File: src/include/blimp_cfg.svh
// Blimp core configuration
// Reset fetch address, reorder buffer depth and multiplier latency

`ifndef BLIMP_CFG_SVH
`define BLIMP_CFG_SVH

// First fetch address out of reset
`define BLIMP_RST_ADDR 32'h0000_0200

// Reorder buffer entries, power of two so pointers wrap for free
`define BLIMP_ROB_ENTRIES 8

// Multiplier pipeline depth in cycles
// The datapath in mul_unit is built for exactly three stages
`define BLIMP_MUL_STAGES 3

`endif

File: src/hw/blimp_pkg.sv
// Blimp shared types
// Memory messages, dispatch and result records, commit trace record

`default_nettype none

`include "blimp_cfg.svh"

package blimp_pkg;

  // ROB index, also the in-flight instruction tag
  typedef logic [$clog2(`BLIMP_ROB_ENTRIES)-1:0] rob_tag_t;

  // Instruction fetch request
  typedef struct packed {
    logic [31:0] addr;
  } mem_req_t;

  // Instruction fetch response
  typedef struct packed {
    logic [31:0] data;
  } mem_resp_t;

  // One operation sent to an execution unit
  typedef struct packed {
    rob_tag_t    tag;
    logic [31:0] op_a;
    logic [31:0] op_b;
    logic [4:0]  waddr;
    logic        wen;
  } issue_t;

  // Finished result heading for the ROB
  typedef struct packed {
    rob_tag_t    tag;
    logic [4:0]  waddr;
    logic [31:0] wdata;
    logic        wen;
  } result_t;

  // Retired instruction, doubles as register file write port
  typedef struct packed {
    logic [31:0] pc;
    logic [4:0]  waddr;
    logic [31:0] wdata;
    logic        wen;
  } commit_t;

endpackage

`default_nettype wire

File: src/hw/fetch_unit.sv
// Blimp fetch unit
// Keeps the pc and a single outstanding instruction request, and holds
// the returned word in a one-entry buffer until decode takes it

`default_nettype none

`include "blimp_cfg.svh"

module fetch_unit (
  input  logic                 clk,
  input  logic                 rst,
  output blimp_pkg::mem_req_t  imem_req,
  output logic                 imem_req_val,
  input  logic                 imem_req_rdy,
  input  blimp_pkg::mem_resp_t imem_resp,
  input  logic                 imem_resp_val,
  output logic                 imem_resp_rdy,
  output logic [31:0]          inst,
  output logic [31:0]          inst_pc,
  output logic                 inst_val,
  input  logic                 inst_rdy
);
  import blimp_pkg::*;

  // IDLE only lasts one cycle after reset
  typedef enum logic [1:0] {F_IDLE, F_SEND, F_WAIT, F_HOLD} fetch_state_t;

  fetch_state_t state;
  logic [31:0]  pc;

  assign imem_req.addr = pc;
  assign imem_req_val  = (state == F_SEND);
  assign imem_resp_rdy = (state == F_WAIT);
  assign inst_val      = (state == F_HOLD);

  //----------------------------------------------------------------------
  // Request control
  //----------------------------------------------------------------------

  always_ff @(posedge clk) begin
    if (rst) begin
      state <= F_IDLE;
      pc    <= `BLIMP_RST_ADDR;
    end else begin
      case (state)
        F_IDLE: state <= F_SEND;
        F_SEND: if (imem_req_rdy) state <= F_WAIT;
        F_WAIT: begin
          if (imem_resp_val) begin
            state <= F_HOLD;
            // Next sequential word
            pc    <= pc + 32'd4;
          end
        end
        // Next request only once the buffer drains
        F_HOLD:  if (inst_rdy) state <= F_SEND;
        default: state <= F_IDLE;
      endcase
    end
  end

  // Instruction buffer, tagged with the pc it came from
  always_ff @(posedge clk) begin
    if ((state == F_WAIT) && imem_resp_val) begin
      inst    <= imem_resp.data;
      inst_pc <= pc;
    end
  end

endmodule

`default_nettype wire

File: src/hw/decode_issue.sv
// Blimp decode and issue stage
// Decodes ADD, ADDI and MUL, reads the register file, tracks pending
// writers in a scoreboard and dispatches to the ALU or multiplier

`default_nettype none

module decode_issue (
  input  logic                clk,
  input  logic                rst,
  input  logic [31:0]         inst,
  input  logic [31:0]         inst_pc,
  input  logic                inst_val,
  output logic                inst_rdy,
  input  blimp_pkg::rob_tag_t alloc_tag,
  input  logic                alloc_rdy,
  output logic                alloc_en,
  output logic [31:0]         alloc_pc,
  output blimp_pkg::issue_t   alu_issue,
  output logic                alu_val,
  output blimp_pkg::issue_t   mul_issue,
  output logic                mul_val,
  input  blimp_pkg::commit_t  commit,
  input  logic                commit_val
);
  import blimp_pkg::*;

  localparam logic [6:0] OP_REG = 7'b0110011;
  localparam logic [6:0] OP_IMM = 7'b0010011;

  logic        d_val;
  logic [31:0] d_inst;
  logic [31:0] d_pc;
  logic [6:0]  opcode;
  logic [6:0]  funct7;
  logic [2:0]  funct3;
  logic [4:0]  rd;
  logic [4:0]  rs1;
  logic [4:0]  rs2;
  logic [31:0] imm;
  logic        is_add;
  logic        is_addi;
  logic        is_mul;
  logic        use_rs1;
  logic        use_rs2;
  logic        wen;
  logic        stall;
  logic        dispatch;
  issue_t      iss;

  logic [31:0] regs [32];
  logic [31:0] pend;
  rob_tag_t    ptag [32];
  // Commits come in tag order, so this tracks the ROB head
  rob_tag_t    cmt_tag;

  //----------------------------------------------------------------------
  // Decode
  //----------------------------------------------------------------------

  assign opcode = d_inst[6:0];
  assign rd     = d_inst[11:7];
  assign funct3 = d_inst[14:12];
  assign rs1    = d_inst[19:15];
  assign rs2    = d_inst[24:20];
  assign funct7 = d_inst[31:25];
  assign imm    = {{20{d_inst[31]}}, d_inst[31:20]};

  assign is_add  = (opcode == OP_REG) && (funct3 == 3'b000) && (funct7 == 7'b0000000);
  assign is_mul  = (opcode == OP_REG) && (funct3 == 3'b000) && (funct7 == 7'b0000001);
  assign is_addi = (opcode == OP_IMM) && (funct3 == 3'b000);
  assign use_rs1 = is_add | is_addi | is_mul;
  assign use_rs2 = is_add | is_mul;
  // Anything else and x0 targets retire without a write
  assign wen     = use_rs1 && (rd != 5'd0);

  // No bypass, wait for the writer to commit
  assign stall    = (use_rs1 && pend[rs1]) || (use_rs2 && pend[rs2]) || !alloc_rdy;
  assign dispatch = d_val && !stall;
  assign inst_rdy = !d_val || dispatch;

  // Unknown opcodes add zero to zero
  assign iss.tag   = alloc_tag;
  assign iss.op_a  = use_rs1 ? regs[rs1] : 32'd0;
  assign iss.op_b  = is_addi ? imm : (use_rs2 ? regs[rs2] : 32'd0);
  assign iss.waddr = use_rs1 ? rd : 5'd0;
  assign iss.wen   = wen;

  assign alu_issue = iss;
  assign mul_issue = iss;
  assign alu_val   = dispatch && !is_mul;
  assign mul_val   = dispatch && is_mul;
  assign alloc_en  = dispatch;
  assign alloc_pc  = d_pc;

  //----------------------------------------------------------------------
  // Decode buffer, register file and scoreboard
  //----------------------------------------------------------------------

  always_ff @(posedge clk) begin
    if (rst) begin
      d_val <= 1'b0;
    end else if (inst_val && inst_rdy) begin
      d_val <= 1'b1;
    end else if (dispatch) begin
      d_val <= 1'b0;
    end
  end

  always_ff @(posedge clk) begin
    if (inst_val && inst_rdy) begin
      d_inst <= inst;
      d_pc   <= inst_pc;
    end
  end

  // x0 is never written so it reads as zero
  always_ff @(posedge clk) begin
    if (rst) begin
      for (int i = 0; i < 32; i++) begin
        regs[i] <= 32'd0;
      end
    end else if (commit_val && commit.wen && (commit.waddr != 5'd0)) begin
      regs[commit.waddr] <= commit.wdata;
    end
  end

  always_ff @(posedge clk) begin
    if (rst) begin
      pend    <= '0;
      cmt_tag <= '0;
    end else begin
      if (commit_val) begin
        cmt_tag <= cmt_tag + 1'b1;
        // Only the youngest writer clears the bit
        if (commit.wen && (ptag[commit.waddr] == cmt_tag)) pend[commit.waddr] <= 1'b0;
      end
      // New writer wins over a same-cycle clear
      if (dispatch && wen) pend[rd] <= 1'b1;
    end
  end

  always_ff @(posedge clk) begin
    if (dispatch && wen) ptag[rd] <= alloc_tag;
  end

endmodule

`default_nettype wire

File: src/hw/alu_unit.sv
// Blimp ALU
// Single-cycle adder with a registered result for the ROB

`default_nettype none

module alu_unit (
  input  logic               clk,
  input  logic               rst,
  input  blimp_pkg::issue_t  issue,
  input  logic               issue_val,
  output blimp_pkg::result_t result,
  output logic               result_val
);
  import blimp_pkg::*;

  logic [31:0] sum;

  // ADD and ADDI both land here, decode already picked op_b
  assign sum = issue.op_a + issue.op_b;

  always_ff @(posedge clk) begin
    if (rst) begin
      result_val <= 1'b0;
    end else begin
      result_val <= issue_val;
    end
  end

  // Result payload with its routing info
  always_ff @(posedge clk) begin
    if (issue_val) begin
      result.tag   <= issue.tag;
      result.waddr <= issue.waddr;
      result.wdata <= sum;
      result.wen   <= issue.wen;
    end
  end

endmodule

`default_nettype wire

File: src/hw/mul_unit.sv
// Blimp multiplier
// Three-stage pipeline producing the low 32 bits of op_a * op_b

`default_nettype none

`include "blimp_cfg.svh"

module mul_unit (
  input  logic               clk,
  input  logic               rst,
  input  blimp_pkg::issue_t  issue,
  input  logic               issue_val,
  output blimp_pkg::result_t result,
  output logic               result_val
);
  import blimp_pkg::*;

  localparam int N = `BLIMP_MUL_STAGES;

  logic [N-1:0] vld;
  rob_tag_t     tag_q   [N];
  logic [4:0]   waddr_q [N];
  logic         wen_q   [N];

  logic [31:0]  a_q;
  logic [31:0]  b_q;
  logic [31:0]  p_lo;
  logic [15:0]  p_hi;
  logic [31:0]  prod;

  // Valid bits, one per stage
  always_ff @(posedge clk) begin
    if (rst) begin
      vld <= '0;
    end else begin
      vld <= {vld[N-2:0], issue_val};
    end
  end

  //----------------------------------------------------------------------
  // Datapath and sideband
  //----------------------------------------------------------------------

  always_ff @(posedge clk) begin
    // Stage 1 operand capture
    a_q  <= issue.op_a;
    b_q  <= issue.op_b;
    // Stage 2 partial products
    // a_hi * b_hi lands above bit 31 and is dropped
    p_lo <= a_q * {16'd0, b_q[15:0]};
    p_hi <= a_q[15:0] * b_q[31:16];
    // Stage 3 final sum
    prod <= p_lo + {p_hi, 16'd0};
  end

  always_ff @(posedge clk) begin
    tag_q[0]   <= issue.tag;
    waddr_q[0] <= issue.waddr;
    wen_q[0]   <= issue.wen;
    for (int i = 1; i < N; i++) begin
      tag_q[i]   <= tag_q[i-1];
      waddr_q[i] <= waddr_q[i-1];
      wen_q[i]   <= wen_q[i-1];
    end
  end

  assign result.tag   = tag_q[N-1];
  assign result.waddr = waddr_q[N-1];
  assign result.wdata = prod;
  assign result.wen   = wen_q[N-1];
  assign result_val   = vld[N-1];

endmodule

`default_nettype wire

File: src/hw/reorder_buffer.sv
// Blimp reorder buffer
// Hands out tags in program order, takes results in any order and
// retires the oldest finished entry, one per cycle

`default_nettype none

`include "blimp_cfg.svh"

module reorder_buffer (
  input  logic                clk,
  input  logic                rst,
  input  logic                alloc_en,
  input  logic [31:0]         alloc_pc,
  output blimp_pkg::rob_tag_t alloc_tag,
  output logic                alloc_rdy,
  input  blimp_pkg::result_t  alu_result,
  input  logic                alu_result_val,
  input  blimp_pkg::result_t  mul_result,
  input  logic                mul_result_val,
  output blimp_pkg::commit_t  commit,
  output logic                commit_val
);
  import blimp_pkg::*;

  localparam int ENTRIES = `BLIMP_ROB_ENTRIES;
  localparam int TAG_W   = $clog2(ENTRIES);

  rob_tag_t           head;
  rob_tag_t           tail;
  logic [TAG_W:0]     count;
  logic [ENTRIES-1:0] done;
  // Entry payload has exactly the commit record fields
  commit_t            ent_q [ENTRIES];
  logic               fire_alloc;

  assign alloc_rdy  = (count != ENTRIES[TAG_W:0]);
  assign alloc_tag  = tail;
  assign fire_alloc = alloc_en && alloc_rdy;

  // Head retires as soon as its result is in
  assign commit     = ent_q[head];
  assign commit_val = done[head];

  //----------------------------------------------------------------------
  // Pointers, count and done bits
  //----------------------------------------------------------------------

  always_ff @(posedge clk) begin
    if (rst) begin
      head  <= '0;
      tail  <= '0;
      count <= '0;
      done  <= '0;
    end else begin
      if (commit_val) begin
        head       <= head + 1'b1;
        done[head] <= 1'b0;
      end
      if (fire_alloc) begin
        tail       <= tail + 1'b1;
        done[tail] <= 1'b0;
      end
      case ({fire_alloc, commit_val})
        2'b10:   count <= count + 1'b1;
        2'b01:   count <= count - 1'b1;
        default: count <= count;
      endcase
      // Both units may finish together, tags always differ
      if (alu_result_val) done[alu_result.tag] <= 1'b1;
      if (mul_result_val) done[mul_result.tag] <= 1'b1;
    end
  end

  // Entry storage
  always_ff @(posedge clk) begin
    if (fire_alloc) ent_q[tail].pc <= alloc_pc;
    if (alu_result_val) begin
      ent_q[alu_result.tag].waddr <= alu_result.waddr;
      ent_q[alu_result.tag].wdata <= alu_result.wdata;
      ent_q[alu_result.tag].wen   <= alu_result.wen;
    end
    if (mul_result_val) begin
      ent_q[mul_result.tag].waddr <= mul_result.waddr;
      ent_q[mul_result.tag].wdata <= mul_result.wdata;
      ent_q[mul_result.tag].wen   <= mul_result.wen;
    end
  end

endmodule

`default_nettype wire

File: src/hw/blimp_core.sv
// Blimp core top level
// Fetch, decode-issue, ALU and multiplier side by side, and the ROB
// that merges their results into an in-order commit trace

`default_nettype none

module blimp_core (
  input  logic                 clk,
  input  logic                 rst,
  output blimp_pkg::mem_req_t  imem_req,
  output logic                 imem_req_val,
  input  logic                 imem_req_rdy,
  input  blimp_pkg::mem_resp_t imem_resp,
  input  logic                 imem_resp_val,
  output logic                 imem_resp_rdy,
  output blimp_pkg::commit_t   trace,
  output logic                 trace_val
);
  import blimp_pkg::*;

  logic [31:0] inst;
  logic [31:0] inst_pc;
  logic        inst_val;
  logic        inst_rdy;
  rob_tag_t    alloc_tag;
  logic        alloc_rdy;
  logic        alloc_en;
  logic [31:0] alloc_pc;
  issue_t      alu_issue;
  logic        alu_val;
  issue_t      mul_issue;
  logic        mul_val;
  result_t     alu_result;
  logic        alu_result_val;
  result_t     mul_result;
  logic        mul_result_val;

  fetch_unit i_fetch (
    .clk, .rst, .imem_req, .imem_req_val, .imem_req_rdy,
    .imem_resp, .imem_resp_val, .imem_resp_rdy,
    .inst, .inst_pc, .inst_val, .inst_rdy
  );

  // Trace port doubles as the register file write-back
  decode_issue i_decode (
    .clk, .rst, .inst, .inst_pc, .inst_val, .inst_rdy,
    .alloc_tag, .alloc_rdy, .alloc_en, .alloc_pc,
    .alu_issue, .alu_val, .mul_issue, .mul_val,
    .commit (trace), .commit_val (trace_val)
  );

  alu_unit i_alu (
    .clk, .rst, .issue (alu_issue), .issue_val (alu_val),
    .result (alu_result), .result_val (alu_result_val)
  );

  mul_unit i_mul (
    .clk, .rst, .issue (mul_issue), .issue_val (mul_val),
    .result (mul_result), .result_val (mul_result_val)
  );

  reorder_buffer i_rob (
    .clk, .rst, .alloc_en, .alloc_pc, .alloc_tag, .alloc_rdy,
    .alu_result, .alu_result_val, .mul_result, .mul_result_val,
    .commit (trace), .commit_val (trace_val)
  );

endmodule

`default_nettype wire

File: config.mk
export PLATFORM = sky130hd
export DESIGN_NAME = blimp_core
export DESIGN_NICKNAME = d
export VERILOG_FILES = /design/src/hw/blimp_pkg.sv /design/src/hw/fetch_unit.sv /design/src/hw/decode_issue.sv /design/src/hw/alu_unit.sv /design/src/hw/mul_unit.sv /design/src/hw/reorder_buffer.sv /design/src/hw/blimp_core.sv
export VERILOG_INCLUDE_DIRS = /design/src /design/src/include
export SDC_FILE = /design/constraint.sdc
export NUM_CORES = 2
export LEC_CHECK = 0
export BUFFER_PORTS_ARGS = -buffer_cell sky130_fd_sc_hd__buf_4
export CORE_ASPECT_RATIO = 1.5
export CORE_MARGIN = 3
export CORE_UTILIZATION = 50
export CTS_BUF_LIST = sky130_fd_sc_hd__clkbuf_8 sky130_fd_sc_hd__clkbuf_16
export DETAILED_ROUTE_END_ITERATION = 7
export PLACE_DENSITY = 0.64
export SYNTH_ARGS = -nofsm -noshare
export SYNTH_HDL_FRONTEND = slang
export SYNTH_SLANG_ARGS = --single-unit
File: constraint.sdc
create_clock -name clk -period 9.7 [get_ports clk]
set_input_delay 0.97 -clock clk [delete_from_list [all_inputs] [get_ports clk]]
set_output_delay 0.97 -clock clk [all_outputs]
set_load 0.01 [all_outputs]
==> results.yml <==
die:
  initial_core_util_pct: 50.4
  num_io_pins: 141
  fp.dieArea_sq_um: 229000
  die_h_um: 584
  die_width_um: 391
  core_area_sq_um: 221000
  num_rows: 211
sta:
  finalHoldViolations: 0
  fmax_mhz: 137
  min_period_ns: 7.28
  rsz0062_at_grt: "no"
  clock_skew_ns: 0.128
  worstMarginPinSlew_ns: 1.26
  slew_violations: 0
  fin_setup_tns_ns: 0
  setup_viol_count_final: 0
  post-route-period-util_pct: 75.1
  relSlewSlack_pct: 15.7
grt:
  grt_overflow: 0
  grt_first_pass_wirelength_um: 514000
  grt_pass1_vias: 72883
  antenna_found_initial: 10
  track_usage_pct: 31.7
  grt_max_degree: 98
detailed_routing:
  ant_nets: 0
  firstDrtPassIters: 5
  wl_per_cell_um: 33.3
  vias: 69555
  vias_per_cell: 6.42
  drt-total-wl_um: 360000
  drc: 0
  drt-initial-drc-count: 8281
synthesis:
  async_flop_share_pct: 0
  synth_enable_flop_cells: 1829
  yosysWarnings: 0
  seq_area_frac_synth_pct: 54.2
  ys_types: 89
  synthCells: 7804
  netlist_top_cells_area: "edfxtp_1 (49%), mux4_2 (16%), fa_1 (7.0%), dfxtp_1 (4.9%), nor2_1 (4.0%)"
  synth_area_leader_cell: "edfxtp_1"
  synth_ff_type: "edfxtp_1"
  yosysTopAreaCellShare_pct: 49.3
  synth-seq-cells: 2103
  synth.avg_cell_area_sq_um: 14.3
  synth_area_sq_um: 111000
final_layout:
  utilization_pct: 55.5
  final_cell_mix: "edfxtp_1 (1,829), nor2_1 (1,172), mux4_2 (794)"
  nets: 8388
  syn2layout_area_growth_pct: 10.1
  design_area_sq_um: 123000
  instances_no_fill: 10838
  final_common_cell: "edfxtp_1"
  drive_gt1_share_pct: 24.3
critical_path:
  worstPathCellList: "nand2_1 > fa_1 > inv_1 > fa_1 > fa_1 > fa_1 > fa_1 > inv_1 > fa_1 > inv_1 > ha_1 > a21o_1 > or3_1 > a211oi_1 > nor3_1 > o21a_1 > a2111oi_0 > o21bai_1 > a21oi_1 > xnor2_1"
  crit_arrival_ns: 7.97
  end_kind: "flop"
  cpMostUsedCell: "fa_1"
  crit_required_ns: 10.39
  critical_path.slowest_cell: "dfxtp_1"
  cpPeakStageDelay_ns: 1.13
  startpoint: "i_mul.a_q[8]"
  timing.rr.start: "i_mul.a_q[8]"
  worstSetupStartpointType: "flop"
  ff2ff_setup_slack_ns: 2.42
  r2r-end: "i_mul.p_lo[31]"
  r2r_cells: 20
  worst-path-max-fanout: 24
  critical_path_class: "flop to flop"
place:
  dp_hpwl_um: 220000
  port_buffers: 136
  placedCellCount: 10465
  place_area_sq_um: 116000
  routabilityCongestion: 0.907
hold_path:
  hold_path.startpoint: "imem_resp[16]"
  min_to: "i_fetch.inst[16]"
  hp-class: "input port to flop"
  min_path_cells: 1
cts:
  cts_buffers: 202
  root_buffer: "clkbuf_16"
  cts_tree: "done"
  h-tree-depth: 4
  clk_latency_ns: 0.91
  cts_setup_buffers: 0
  path_clk_slew_ns: 0.07
  ctsHoldBuffers: 0
  cts_buffer_depth: 4
  clock-sinks: 2103
  ctsResizeCount: 0
power_and_ir_drop:
  power_density_nw_per_um2: 174
  peakVddDrop_v: 0.000168
  cellLeakagePower_uw: 0.0450
status:
  status: "completed"
run:
  max_cap_viol_count: 0
-- cell families (layout without fill, tap and decap cells) --
logic type	count (synthesis)	count (layout)	synth area share (%)
AOI/OAI and AO/OA	383	383	2.29
adders and majority gates	558	558	8.88
other	1	53	0.00337
DFF	2103	2103	54.2
xor gates and xnor gates	167	167	1.31
and+or+nand+nor	2205	2205	8.61
buffers and inverters	1107	1214	3.83
muxes	1280	1280	20.8
-- flip-flops by register name (all words and copies together) (netlist names), 3 cells and up, named ones only --
register           flops
i_fetch.inst_pc       30
i_rob.head             3
i_alu.result          41
i_rob.done             8
i_mul.p_lo            32
i_decode.regs       1024
i_mul.b_q             32
i_mul.a_q             32
i_mul.waddr_q         15
i_decode.pend         32
i_mul.vld              3
i_mul.p_hi            16
i_mul.prod            32
i_decode.ptag         96
i_fetch.imem_req      30
i_fetch.inst          32
i_decode.d_inst       32
i_rob.ent_q          544
i_mul.tag_q            9
i_decode.alloc_pc     30
i_rob.alloc_tag        3
i_mul.wen_q            3
i_rob.count            4
i_decode.cmt_tag       3
-- final cells by class --
class                           instances  area [sq um]
Fill cell                           17624         98400
Sequential cell                      2103         60500
Multi-Input combinational cell       4632         47600
Clock buffer                          223          5400
Tap cell                             2875          3600
Timing Repair Buffer                  319          2510
Inverter                              536          2010
Clock inverter                        136           962
Antenna cell                           14          35.0
-- through the flow --
| stage | setup slack, ns | power, uW | hold slack, ns |
|---|---|---|---|
| floorplan | 3.56 | 12600 | 0.310 |
| global placement | 2.54 | 13700 | 0.310 |
| detailed placement | 2.52 | 13700 | 0.312 |
| CTS | 2.45 | 21400 | 0.192 |
| global route | 2.04 | 21900 | 0.208 |
| finish | 2.42 | 21400 | 0.239 |
-- power by group --
part	internal [uW]	switching (uW)	total, uW	leakage [uW]
combinational	1480	1590	3070	0.0216
sequential	10100	334	10500	0.0201
clock	4280	3530	7810	0.00332
-- routing by layer --
layer	routed length (um)	part of all wire [%]	track usage, %
met1	120000	33	36.6
met2	183000	51	54.9
met3	31900	8.8	5.56
met4	26100	7.2	19.1
met5	47	0.013	0
-- cell usage after synthesis (7+ instances only) --
| library cell | n |
|---|---|
| a21boi_0 | 7 |
| or2_2 | 10 |
| mux4_2 | 794 |
| o32ai_1 | 7 |
| clkbuf_1 | 479 |
| edfxtp_1 | 1829 |
| o21bai_1 | 18 |
| nand3_1 | 66 |
| a21oi_1 | 100 |
| dfxtp_1 | 274 |
| a211oi_1 | 17 |
| nor4_1 | 15 |
| fa_1 | 387 |
| and3_1 | 21 |
| nand2b_1 | 18 |
| buf_2 | 16 |
| and2_1 | 242 |
| o31ai_1 | 12 |
| xnor2_1 | 112 |
| o21ai_0 | 87 |
| o21a_1 | 20 |
| nor4b_1 | 8 |
| inv_1 | 530 |
| mux2_2 | 359 |
| a31oi_1 | 14 |
| nor2b_1 | 31 |
| mux2i_1 | 124 |
| nor2_1 | 1176 |
| nand4_1 | 32 |
| a21o_1 | 27 |
| ha_1 | 171 |
| nor3_1 | 42 |
| xor2_1 | 55 |
| buf_1 | 64 |
| or3_1 | 14 |
| nand2_1 | 493 |
-- how the worst max path moves through the flow --
stage | end | slack [ns] | cells past startpoint
floorplan | i_mul.p_lo[31] | 3.56 | 23
global placement | i_mul.p_lo[28] | 2.54 | 20
detailed placement | i_mul.p_lo[30] | 2.52 | 20
CTS | i_mul.p_lo[28] | 2.45 | 20
global route | i_mul.p_lo[28] | 2.04 | 20
finish | i_mul.p_lo[31] | 2.42 | 20
-- worst max-delay path, delay by kind of cell, from the launching register on --
family                     cells  cell delay [ns]
AOI/OAI and AO/OA              6             1.54
xor gates and xnor gates       1             0.09
adders and majority gates      7             3.48
buffers and inverters          3             0.16
DFF                            1             1.13
and+or+nand+nor                3             0.76
No activity file was read; power rests on OpenSTA's default activity.
